==> src/design/uart_macros.svh <==
`ifndef UART_MACROS_SVH
`define UART_MACROS_SVH

// data bits carried by one frame
`define UART_DATA_WIDTH 8

// tx_clk cycles per serial bit, rx oversampling rate too
`define UART_CLOCKS_PER_BIT 8

// flops on the receive line before the rx fsm sees it
`define UART_SYNC_STAGES 3

// 1'b0 for even parity, 1'b1 for odd parity
`define UART_PARITY_ODD 1'b0

// start + data + parity + stop
`define UART_FRAME_BITS (`UART_DATA_WIDTH + 3)

`endif

==> src/design/uart_pkg.sv <==
`default_nettype none

`include "uart_macros.svh"

package uart_pkg;

	typedef logic [`UART_DATA_WIDTH-1:0] uart_data_t;  // one payload byte

	// transmit request from the user side
	typedef struct packed {
		logic       send;  // single cycle strobe
		uart_data_t data;  // byte to serialize
	} uart_tx_req_t;

	// receive result, refreshed at every stop bit
	typedef struct packed {
		logic       valid;  // single cycle strobe
		logic       error;  // parity mismatch or low stop bit
		uart_data_t data;   // last received byte
	} uart_rx_result_t;

endpackage

`default_nettype wire

==> src/design/uart_loopback_top.sv <==
`default_nettype none
`timescale 1ns/100ps

module uart_loopback_top (
	input  logic                      i_tx_clk,
	input  logic                      i_reset_tx,
	input  uart_pkg::uart_tx_req_t    i_tx_req,
	input  logic                      i_loopback,
	input  logic                      i_serial_in,
	output logic                      o_serial_out,
	output logic                      o_busy,
	output uart_pkg::uart_rx_result_t o_rx_result
);

	import uart_pkg::*;

	logic tx_line;  // transmitter output
	logic rx_line;  // receiver source after the select

	uart_tx u_tx (
		.i_tx_clk   (i_tx_clk),
		.i_reset_tx (i_reset_tx),
		.i_tx_req   (i_tx_req),
		.o_serial   (tx_line),
		.o_busy     (o_busy)
	);

	assign o_serial_out = tx_line;
	assign rx_line      = i_loopback ? tx_line : i_serial_in;  // loopback or external line

	uart_rx u_rx (
		.i_tx_clk    (i_tx_clk),
		.i_reset_tx  (i_reset_tx),
		.i_serial    (rx_line),
		.o_rx_result (o_rx_result)
	);

endmodule

`default_nettype wire

==> src/design/uart_rx.sv <==
`default_nettype none
`timescale 1ns/100ps

`include "uart_macros.svh"

module uart_rx (
	input  logic                      i_tx_clk,
	input  logic                      i_reset_tx,
	input  logic                      i_serial,
	output uart_pkg::uart_rx_result_t o_rx_result
);

	import uart_pkg::*;

	localparam int unsigned BAUD_W = $clog2(`UART_CLOCKS_PER_BIT);  // oversample counter width
	localparam int unsigned IDX_W  = $clog2(`UART_DATA_WIDTH);      // data bit index width

	localparam logic [BAUD_W-1:0] BAUD_LAST = BAUD_W'(`UART_CLOCKS_PER_BIT - 1);
	localparam logic [BAUD_W-1:0] HALF_LAST = BAUD_W'(`UART_CLOCKS_PER_BIT / 2 - 1);
	localparam logic [IDX_W-1:0]  DATA_LAST = IDX_W'(`UART_DATA_WIDTH - 1);

	typedef enum logic [2:0] {
		RX_IDLE,    // waiting for a falling edge
		RX_START,   // counting to mid start bit
		RX_DATA,    // sampling data bits
		RX_PARITY,  // sampling the parity bit
		RX_STOP     // sampling the stop bit
	} rx_state_t;

	rx_state_t                    state;
	logic [`UART_SYNC_STAGES-1:0] sync_ff;     // metastability chain
	logic                         rx_line;     // synchronized line
	logic                         rx_prev;     // rx_line one cycle ago
	logic                         fall_edge;   // high to low on the synced line
	logic [BAUD_W-1:0]            os_cnt;      // oversample counter
	logic                         bit_mid;     // a full bit time after the last sample
	logic [IDX_W-1:0]             bit_idx;     // data bit being sampled
	uart_data_t                   data_sr;     // sipo, lsb arrives first
	logic                         par_bit;     // sampled parity bit
	logic                         exp_parity;  // parity computed over data_sr

	// input synchronizer plus edge detect flop
	always_ff @(posedge i_tx_clk) begin
		if (i_reset_tx) begin
			sync_ff <= '1;  // line idles high
			rx_prev <= 1'b1;
		end else begin
			sync_ff <= {sync_ff[`UART_SYNC_STAGES-2:0], i_serial};
			rx_prev <= rx_line;
		end
	end

	assign rx_line    = sync_ff[`UART_SYNC_STAGES-1];
	assign fall_edge  = rx_prev && !rx_line;  // a held low stop bit does not retrigger
	assign bit_mid    = (os_cnt == BAUD_LAST);
	assign exp_parity = (^data_sr) ^ `UART_PARITY_ODD;

	// bit fsm with oversample counter
	always_ff @(posedge i_tx_clk) begin
		if (i_reset_tx) begin
			state   <= RX_IDLE;
			os_cnt  <= '0;
			bit_idx <= '0;
		end else begin
			os_cnt <= os_cnt + 1'b1;
			case (state)
				RX_IDLE: begin
					os_cnt <= '0;
					if (fall_edge) begin
						state <= RX_START;
					end
				end
				RX_START: begin
					if (os_cnt == HALF_LAST) begin  // middle of the start bit
						os_cnt  <= '0;
						bit_idx <= '0;
						state   <= rx_line ? RX_IDLE : RX_DATA;  // high again means a glitch
					end
				end
				RX_DATA: begin
					if (bit_mid) begin
						os_cnt  <= '0;
						bit_idx <= bit_idx + 1'b1;
						if (bit_idx == DATA_LAST) begin
							state <= RX_PARITY;
						end
					end
				end
				RX_PARITY: begin
					if (bit_mid) begin
						os_cnt <= '0;
						state  <= RX_STOP;
					end
				end
				RX_STOP: begin
					if (bit_mid) begin
						os_cnt <= '0;
						state  <= RX_IDLE;  // rest of the stop bit is spent in idle
					end
				end
				default: state <= RX_IDLE;
			endcase
		end
	end

	// payload capture at mid bit
	always_ff @(posedge i_tx_clk) begin
		if ((state == RX_DATA) && bit_mid) begin
			data_sr <= {rx_line, data_sr[`UART_DATA_WIDTH-1:1]};
		end
		if ((state == RX_PARITY) && bit_mid) begin
			par_bit <= rx_line;
		end
	end

	// result register, valid pulses at mid stop bit
	always_ff @(posedge i_tx_clk) begin
		if (i_reset_tx) begin
			o_rx_result <= '0;
		end else begin
			o_rx_result.valid <= 1'b0;
			if ((state == RX_STOP) && bit_mid) begin
				o_rx_result.valid <= 1'b1;
				o_rx_result.error <= (par_bit != exp_parity) || !rx_line;  // stop must be high
				o_rx_result.data  <= data_sr;
			end
		end
	end

endmodule

`default_nettype wire

==> src/design/uart_tx.sv <==
`default_nettype none
`timescale 1ns/100ps

`include "uart_macros.svh"

module uart_tx (
	input  logic                   i_tx_clk,
	input  logic                   i_reset_tx,
	input  uart_pkg::uart_tx_req_t i_tx_req,
	output logic                   o_serial,
	output logic                   o_busy
);

	import uart_pkg::*;

	localparam int unsigned BAUD_W = $clog2(`UART_CLOCKS_PER_BIT);  // oversample counter width
	localparam int unsigned BIT_W  = $clog2(`UART_FRAME_BITS + 1);  // bit counter width

	localparam logic [BAUD_W-1:0] BAUD_LAST = BAUD_W'(`UART_CLOCKS_PER_BIT - 1);
	localparam logic [BIT_W-1:0]  STOP_IDX  = BIT_W'(`UART_FRAME_BITS - 1);

	uart_data_t                  tx_data;      // byte offered with the request
	logic                        parity_bit;   // parity of tx_data
	logic                        start_frame;  // request accepted this cycle
	logic                        bit_done;     // last cycle of the current bit
	logic [BAUD_W-1:0]           baud_cnt;     // cycles spent in the current bit
	logic [BIT_W-1:0]            bit_cnt;      // index of the bit on the line
	logic [`UART_FRAME_BITS-1:0] frame_sr;     // piso, bit 0 drives the line

	assign tx_data     = i_tx_req.data;
	assign parity_bit  = (^tx_data) ^ `UART_PARITY_ODD;  // inverted for odd parity
	assign start_frame = i_tx_req.send && !o_busy;       // send is dropped while busy
	assign bit_done    = (baud_cnt == BAUD_LAST);

	// baud counter, restarts with every accepted frame
	always_ff @(posedge i_tx_clk) begin
		if (i_reset_tx) begin
			baud_cnt <= '0;
		end else if (start_frame) begin
			baud_cnt <= '0;  // start bit begins now
		end else if (o_busy) begin
			if (bit_done) begin
				baud_cnt <= '0;
			end else begin
				baud_cnt <= baud_cnt + 1'b1;
			end
		end
	end

	// bit counter, counts completed bits of the frame
	always_ff @(posedge i_tx_clk) begin
		if (i_reset_tx) begin
			bit_cnt <= '0;
		end else if (start_frame) begin
			bit_cnt <= '0;
		end else if (o_busy && bit_done) begin
			bit_cnt <= bit_cnt + 1'b1;
		end
	end

	// busy covers all frame bits, back to back sends start one cycle after it drops
	always_ff @(posedge i_tx_clk) begin
		if (i_reset_tx) begin
			o_busy <= 1'b0;
		end else if (start_frame) begin
			o_busy <= 1'b1;
		end else if (o_busy && bit_done && (bit_cnt == STOP_IDX)) begin
			o_busy <= 1'b0;  // end of stop bit
		end
	end

	// frame shifter, line idles high because ones are shifted in
	always_ff @(posedge i_tx_clk) begin
		if (i_reset_tx) begin
			frame_sr <= '1;  // idle line
		end else if (start_frame) begin
			frame_sr <= {1'b1, parity_bit, tx_data, 1'b0};  // stop, parity, data, start
		end else if (o_busy && bit_done) begin
			frame_sr <= {1'b1, frame_sr[`UART_FRAME_BITS-1:1]};  // lsb first
		end
	end

	assign o_serial = frame_sr[0];  // straight from a flop, no glitches on the line

endmodule

`default_nettype wire

==> config.mk <==
export PLATFORM = sky130hd
export DESIGN_NAME = uart_loopback_top
export DESIGN_NICKNAME = d
export VERILOG_FILES = /design/src/design/uart_pkg.sv /design/src/design/uart_loopback_top.sv /design/src/design/uart_rx.sv /design/src/design/uart_tx.sv
export VERILOG_INCLUDE_DIRS = /design/src /design/src/design
export SDC_FILE = /design/constraint.sdc
export NUM_CORES = 1
export LEC_CHECK = 0
export ABC_AREA = 1
export BUFFER_PORTS_ARGS = -buffer_cell sky130_fd_sc_hd__buf_4
export CORE_AREA = 2 2 76 85
export CTS_CLUSTER_SIZE = 25
export DETAILED_ROUTE_END_ITERATION = 8
export DIE_AREA = 0 0 78 87
export SETUP_SLACK_MARGIN = 0.1
export SKIP_LAST_GASP = 1
export SLEW_MARGIN = 0
export SYNTH_ARGS = -nofsm -noshare
export SYNTH_HDL_FRONTEND = slang
export SYNTH_SLANG_ARGS = --single-unit
export TNS_END_PERCENT = 30
==> constraint.sdc <==
create_clock -name i_tx_clk -period 1.4 [get_ports i_tx_clk]
set_input_delay 0.14 -clock i_tx_clk [delete_from_list [all_inputs] [get_ports i_tx_clk]]
set_output_delay 0.14 -clock i_tx_clk [all_outputs]
set_load 0.02 [all_outputs]
==> After elaboration in Yosys (flattened, before gate mapping) <==
Index checks and enable logic that the tools add are counted.
{ "word_totals": {"output_inout_bits": 12, "register_bits": 50, "wordCells": 75, "inputBits": 13} }
{ "op_classes": {"reduce_logical": 20, "eq_ne": 16, "n_addsub": 4, "n_mux": 21} }
{ "op_table": {"columns": ["operator", "count"], "rows": [
  ["$mux 3", 11],
  ["$mux 10", 3],
  ["$reduce_xor 8->1", 2],
  ["$pmux 3 s5", 1],
  ["$eq 3x3->1 const B", 4],
  ["$ne 2x1->1 const B", 6],
  ["$add 3x1->3 const B", 3],
  ["$eq 3x2->1 const B", 3],
  ["$pmux 3 s3", 1],
  ["$logic_and 1x1->1", 7],
  ["$pmux 3 s2", 1],
  ["$reduce_and 6->1", 1],
  ["$reduce_bool 2->1", 3],
  ["$add 4x1->4 const B", 1],
  ["$eq 4x4->1 const B", 1],
  ["$eq 3x1->1 const B", 1],
  ["$logic_not 3->1", 1],
  ["$mux 1", 3],
  ["$reduce_and 3->1", 1],
  ["$reduce_or 3->1", 1],
  ["$logic_not 1->1", 2],
  ["$mux 2", 1],
  ["$reduce_or 2->1", 1],
  ["$logic_or 1x1->1", 1],
  ["$ne 1x1->1", 1]
]} }

==> Logic depth before layout (Yosys ltp) <==
Gate-level depths: netlist of the first run.
{ "depth": {"ltp_word": 5, "depth_mapped": 10, "depth_no_buf": 10} }

==> Cells and area by module <==
From an unflattened synthesis of the first run, not the netlist that was laid out.
{ "unflattened": {"hier_cells": 312, "area_unflattened_um2": 2413.6} }
{ "modules_own_cells": {"columns": ["module", "cells_each", "area_each_um2", "instances", "seq_area_each_um2"], "rows": [
  ["uart_rx", 164, 1416.4, 1, 730.7],
  ["uart_tx", 144, 982.2, 1, 360.3],
  ["uart_loopback_top", 4, 15.0, 1, 0.0]
]} }

==> Least setup slack after synthesis of the first run <==
OpenSTA, ideal clock, no wires.
{ "synth_timing": {"path_type": "reg-to-reg", "from": "register u_rx.os_cnt[0]", "to": "register u_rx.data_sr[0] (enable)", "path_slack_ps": -108, "path_buffers": 0, "setup_ps": 373, "stages_incl_launch_ff": 4, "period_less_slack_ps": 1508, "required_ps": 1027, "t_arrival_ps": 1134, "path_cell_list": "dfxtp_1 -> ha_1 -> nand2_1 -> nor2_1"} }
{ "synth_between": {"elab_chain_cells": 2} }
{ "synth_lines": {"columns": ["element", "line", "source"], "rows": [
  ["start: declaration", "uart_rx.sv:35", "logic [BAUD_W-1:0] os_cnt;"],
  ["start signal: assignment", "uart_rx.sv:65", "os_cnt <= os_cnt + 1'b1;"],
  ["$eq 3x3->1", "uart_rx.sv:55", "assign bit_mid = (os_cnt == BAUD_LAST);"],
  ["$logic_and 1x1->1", "uart_rx.sv:108", "if ((state == RX_DATA) && bit_mid) begin"],
  ["end signal: assignment", "uart_rx.sv:109", "data_sr <= {rx_line, data_sr[`UART_DATA_WIDTH-1:1]};"],
  ["end: declaration", "uart_rx.sv:38", "uart_data_t data_sr;"]
]} }
No other way between the ends.
A chain may end at the register's enable or synchronous reset.

==> Worst setup path in the final report of the first run <==
{ "layout_timing": {"from": "register u_tx.baud_cnt[0]", "to": "register u_tx.frame_sr[6]"} }
{ "layout_between": {"elab_chain_cells": 3} }
{ "layout_lines": {"columns": ["element", "line", "source"], "rows": [
  ["start: declaration", "uart_tx.sv:26", "logic [BAUD_W-1:0] baud_cnt;"],
  ["start signal: assignment", "uart_tx.sv:45", "baud_cnt <= baud_cnt + 1'b1;"],
  ["$eq 3x3->1", "uart_tx.sv:33", "assign bit_done = (baud_cnt == BAUD_LAST);"],
  ["$logic_and 1x1->1", "uart_tx.sv:78", "end else if (o_busy && bit_done) begin"],
  ["$reduce_bool 2->1 (no line)", null, null],
  ["end signal: assignment", "uart_tx.sv:77", "frame_sr <= {1'b1, parity_bit, tx_data, 1'b0};"],
  ["end signal: assignment", "uart_tx.sv:79", "frame_sr <= {1'b1, frame_sr[`UART_FRAME_BITS-1:1]};"],
  ["end: declaration", "uart_tx.sv:28", "logic [`UART_FRAME_BITS-1:0] frame_sr;"]
]} }
No other way between the ends.

==> impl_metrics.ini, run 1 <==
[grt]
use_met1_pct = 18.64
busiest_layer = met2
grt_pass1_wl_mm = 8.100
overflow = 0
grt_pass1_vias = 1842
grt_max_degree = 16
grt_use_met2_pct = 25.55
globalRouteTotalUtil_pct = 14.85
antenna_found_initial = 0
met3_usage_pct = 2.905

[timing]
tns_ns = 0
hold_viol = 0
skew_ns = 0.008999
rsz0062_at_grt = yes
slew_violations = 0
worstMarginPinSlew_ns = 0.2575
max_freq_ghz = 0.7626
setup_viol = 0
min_period_ns = 1.311
relSlewSlack_pct = 82.79
fin_crit_sh_pct = 93.66
worst_slack_ns = 0.08874

[synth]
synthAdderAreaFrac_pct = 4.700
synthDistinctLibCells = 31
synth-compound-area-share_pct = 12.22
ys_seq_elements = 50
syn_nets = 326
synth_top_family_by_area = simple AND/OR/NAND/NOR gates
synthSimpleGateAreaFrac_pct = 26.58
synthCells = 304
avgSynthCellArea_um2 = 7.882
synth_xor_area_share_pct = 3.655
synthMuxAreaShare_pct = 0
yosys_warnings = 0
syn_area_mm2 = 0.002396
yosysSeqAreaShare_pct = 45.54

[critical_path]
cp-end-kind = flop
ff2ff_setup_slack_ns = 0.09
crit_type = reg2reg
arrival_ns = 1.50
cp.required_ns = 1.59
reg2reg_depth = 8
worst_r2r_endpoint = u_tx.frame_sr[6]
r2r_start = u_tx.baud_cnt[0]
cp_max_fo = 9
startpoint_type = flop

[placed_design]
dpl_cell_area_mm2 = 0.002725
place_hpwl_mm = 3.377
pre_cts_ws_ns = -0.001153
globalplace.congestion = 0.7918
io_buffer_count = 24

[routing]
wire_per_inst_um = 11.07
drt_wl_total_mm = 4.681
drt-vias-per-instance = 4.657
ant_nets = 0
dr.pass1.iters = 7
vias = 1970
drc_errors = 0
drt_iter0_markers = 41

[layout]
syn_to_final_growth_pct = 25.85
fillCellCount = 600
final_common_cell = nand2_1
drive_gt1_share_pct = 27.99
mostFrequentLayoutCells = 68 x nand2_1, 33 x buf_4, 32 x dfxtp_1
final_cell_area_mm2 = 0.003015
diodes = 0
nets = 364

[pwr]
p_int_uw = 2172
power_frac_clock_pct = 26.1
total_power_uw = 3146
power_frac_comb_pct = 22.5
vdd_drop_max_mv = 0.5382
p_leak_uw = 0.001377
swShare_pct = 30.95
pwr-share-seq_pct = 51.4
p_sw_uw = 973.7
p_per_area_mw_per_mm2 = 1043

[cts]
cts_made_buffers = 5
h-tree-depth = 2
cts_buffer_depth = 2
clk_latency_ns = 0.30
clock-root-buffer = clkbuf_8
cts_tree = done
cts.sinks = 50
clk_pin_slew_ns = 0.09

[min_path]
min_path_cells = 2
hold_start = i_loopback
hold_path.class = in2reg
min_to = u_rx.sync_ff[0]

[floorplanning]
die_w_um = 78
rows = 30
initial_core_util_pct = 39.90
die_h_um = 87
core_area_mm2 = 0.006006
io_pins = 25
dieArea_mm2 = 0.006786

[run_status]
status = complete, no violations

[job]
drv_cap = 0
[metal layers]
layer / part of all wire, % / routed length, µm
met5: 0 / 0
met3: 3.3 / 155
met4: 1.4 / 67
met2: 48 / 2258
met1: 47 / 2200
[repair_timing]
| item | in CTS | in global routing |
|---|---|---|
| cloned | 0 | 0 |
| gates resized for setup | 10 | 32 |
| pin swaps | 1 | 15 |
| endpoints found under the hold margin | 0 | 0 |
| setup endpoints to repair | 37 | 35 |
| setup buffers | 2 | 3 |
| hold buffers | 0 | 0 |
[metrics by stage]
step / hold slack, ns / std cells / util (%)
3_3_place_gp: 0.3391 / 410 / 45.38
6_report: 0.02722 / 423 / 50.21
4_1_cts: 0.02173 / 420 / 47.58
5_1_grt: 0.02036 / 423 / 50.21
3_5_place_dp: 0.3439 / 410 / 45.38
2_1_floorplan: 0.2404 / 304 / -
[worst max-delay path by stage]
| stage | depth (start not counted) | end | start |
|---|---|---|---|
| finish | 8 | u_tx.frame_sr[6] | u_tx.baud_cnt[0] |
| global route | 8 | u_tx.frame_sr[1] | u_tx.baud_cnt[0] |
| CTS | 8 | u_tx.frame_sr[5] | u_tx.baud_cnt[0] |
| detailed placement | 9 | u_rx.state[1] | u_rx.bit_idx[0] |
| global placement | 7 | u_rx.state[0] | u_rx.os_cnt[0] |
| floorplan | 8 | u_tx.frame_sr[2] | u_tx.baud_cnt[0] |
[cell families (layout without fill, tap and decap cells)]
kind of cell	Yosys count	count (layout)
and+or+nand+nor	141	141
AOI/OAI and AO/OA	53	53
DFF	50	50
buffers and inverters	41	80
xor gates and xnor gates	10	10
adders and majority gates	9	9
[synth_stat cells, drive strengths merged]
library cell / count / area (µm²)
o21ai: 25 / 125.1
ha: 9 / 112.6
a21oi: 18 / 90.09
and3: 1 / 6.260
xor2: 5 / 43.79
nand4: 2 / 12.51
dfxtp: 41 / 820.8
buf: 4 / 32.53
o21a: 1 / 7.510
xnor2: 5 / 43.79
a211oi: 1 / 7.510
a221o: 1 / 10.01
nor2: 33 / 153.9
edfxtp: 9 / 270.3
clkbuf: 2 / 8.750
nand2: 83 / 341.6
nand3: 17 / 85.08
nor3: 3 / 25.02
o211ai: 7 / 52.55
or2: 2 / 12.51
inv: 35 / 133.9
[critical path, stage by stage (launching register included)]
cell and delay (ns):
dfxtp_2 0.34, ha_4 0.16, ha_4 0.16, nand2_4 0.07, inv_4 0.05, nor2_4 0.15, inv_4 0.07, o21ai_1 0.09
o211ai_1 0.09
[power groups by stage]
stage                     registers (µW)  clock network [µW]  logic, µW
after CTS                           1590                 850        623
after global routing                1630                 909        795
after floorplan                     1600                   0        494
after detailed placement            1620                   0        616
after global placement              1620                   0        608
final                               1620                 822        707
[registers in the layout, summed over array words and instances, names as in the netlist, 3 cells and up]
register and flops:
u_tx.frame_sr 10, u_rx.state 3, u_tx.bit_cnt 4, u_rx.os_cnt 3, u_rx.bit_idx 3, u_rx.o_rx_result 10
u_rx.data_sr 8, u_rx.sync_ff 3, u_tx.baud_cnt 3
[final cells by class]
| type | count | area [µm²] | share of cell area (%) |
|---|---|---|---|
| Multi-Input combinational cell | 213 | 1275 | 42.28 |
| Sequential cell | 50 | 1110 | 36.80 |
| Timing Repair Buffer | 37 | 310.3 | 10.29 |
| Inverter | 35 | 138.9 | 4.606 |
| Tap cell | 80 | 100.1 | 3.320 |
| Clock buffer | 6 | 72.57 | 2.407 |
| Clock inverter | 2 | 8.758 | 0.2905 |
(Power assumes the default switching activity.)
==> inputs of run 2 (changes only) <==
Settings changed: CORE_AREA 2 2 76 85 to 2 2 72 88, DIE_AREA 0 0 78 87 to 0 0 74 90.
==> run 2 against run 1 <==
Routed wire length down 3.0%. Hold slack worse by 0.010 ns. Via count up 1.1%. Final area down 2.1%. Maximum frequency down 1.1%. Count of clock-buffer cells in the layout down 1. Clock skew up 0.0063 ns. Critical path depth unchanged.
==> impl_metrics.ini, run 2 (synthesized netlist as in run 1, its figures left out) <==
[run_status]
status = complete, no violations

[critical_path]
reg2reg_depth = 8
critPathMaxStageDelay_ns = 0.35
r2r_start = u_tx.baud_cnt[0]
worstSetupPathDepth = 8
arrival_ns = 1.51
cp_cell_sequence = ha_4 -> ha_4 -> nand2_4 -> inv_8 -> nor2_4 -> inv_4 -> o21ai_1 -> o211ai_1
crit_end = u_tx.frame_sr[4]
cp_max_fo = 9
ff2ff_setup_slack_ns = 0.07
slowest_stage = dfxtp_2
cp.required_ns = 1.58
crit_path_frequent_cell = ha_4
crit_start = u_tx.baud_cnt[0]
cp-end-kind = flop
worst_r2r_endpoint = u_tx.frame_sr[4]
path_delay_family = flip-flops
path_buf_inv = 2
startpoint_type = flop
crit_type = reg2reg

[timing]
fin_crit_sh_pct = 94.69
rsz0062_at_grt = yes
tns_ns = 0
worstMarginPinSlew_ns = 0.2587
relSlewSlack_pct = 82.71
hold_viol = 0
slew_violations = 0
min_period_ns = 1.326
whs_ns = 0.01691
max_freq_ghz = 0.7543
skew_ns = 0.01526
setup_viol = 0

[layout]
utilization_pct = 50.40
diodes = 0
final_cell_area_mm2 = 0.002952
final_common_cell = nand2_1
fillCellCount = 572
mostFrequentLayoutCells = 73 x nand2_1, 33 x dfxtp_1, 32 x buf_4
nets = 362
syn_to_final_growth_pct = 23.19
largestRegisters = u_rx.o_rx_result x10, u_tx.frame_sr x10, u_rx.data_sr x8
drive_gt1_share_pct = 25.81

[cts]
clk_latency_ns = 0.30
hold_buffers = 0
clk_pin_slew_ns = 0.09
h-tree-depth = 2
cts_made_buffers = 5
cts_tree = done
cts.sinks = 50
clock-root-buffer = clkbuf_8
cts_buffer_depth = 2

[routing]
ant_nets = 0
drt_wl_total_mm = 4.541
dr.pass1.iters = 4
drt-vias-per-instance = 4.707
drt_iter0_markers = 53
wire_per_inst_um = 10.74
vias = 1991
drc_errors = 0

[floorplanning]
io_pins = 25
rows = 31
dieArea_mm2 = 0.006660
initial_core_util_pct = 40.91
die_h_um = 90
die_w_um = 74
core_area_mm2 = 0.005857

[pwr]
swShare_pct = 30.65
p_per_area_mw_per_mm2 = 1055
power_frac_comb_pct = 21.4
p_leak_uw = 0.001361
p_sw_uw = 954.7
power_frac_clock_pct = 26.7
vdd_drop_max_mv = 0.5879
p_int_uw = 2160
pwr-share-seq_pct = 51.9

[placed_design]
dpl_cell_area_mm2 = 0.002720
globalplace.congestion = 0.8037
io_buffer_count = 24
place_hpwl_mm = 3.320

[min_path]
hold_path.class = in2reg
hold_start = i_loopback

[grt]
grt_max_degree = 17
overflow = 0
globalRouteTotalUtil_pct = 14.22
antenna_found_initial = 0
grt_pass1_wl_mm = 7.610
grt_pass1_vias = 1829

[job]
drv_cap = 0
## run 2: metrics by stage
step                setup WS (ns)  total power (µW)  std cells
floorplan                 0.05403              2095        304
global placement         0.007077              2231        411
detailed placement       -0.01765              2236        411
CTS                       0.08846              3088        421
global route            -0.003015              3316        423
finish                    0.07429              3115        423
## run 2: cell type report
cell class	count	area [µm²]	share of cell area (%)
tap	82	102.6	3.476
clock buffer	5	68.82	2.331
inverter	35	143.9	4.875
sequential	50	1109	37.56
multi-input combinational	213	1224	41.46
clock inverter	3	21.27	0.7206
timing repair buffer	35	282.8	9.580
## run 2: worst min-delay path by stage
| stage | slack (ns) | cells after the start | to |
|---|---|---|---|
| global placement | 0.34 | 2 | u_rx.sync_ff[0] |
| detailed placement | 0.34 | 2 | u_rx.sync_ff[0] |
| floorplan | 0.24 | 1 | u_rx.sync_ff[0] |
| global route | 0.01 | 2 | u_rx.sync_ff[0] |
| finish | 0.02 | 2 | u_rx.sync_ff[0] |
| CTS | 0.005 | 2 | u_rx.sync_ff[0] |
## run 2: timing repair
item                                    CTS  global route
endpoints found under the setup margin   37            34
resized for setup                        13            19
buffers inserted                          2             2
pin swaps                                 2             7
## run 2: power groups by stage
stage	sequential (µW)	clock, µW	combinational [µW]
6_report	1620	833	666
2_1_floorplan	1600	0	494
3_3_place_gp	1620	0	609
5_1_grt	1630	938	752
3_5_place_dp	1620	0	614
4_1_cts	1590	874	621
## run 2: routing by layer
metal  up-vias  global-route usage [%]  routed length [µm]
li1       1050                       -                   -
met1       899                   17.64                2051
met2        32                   23.59                2253
met3        10                   2.803                 135
met4         0                   5.758                 101
met5         -                       0                   0
## run 2: worst reg2reg max path: cells and delay by family, from the launching register on
family	cells	cell delay (ns)
flops	1	0.35
simple gates	2	0.24
fa+ha+maj	2	0.33
buf+inv	2	0.12
compound gates	2	0.18
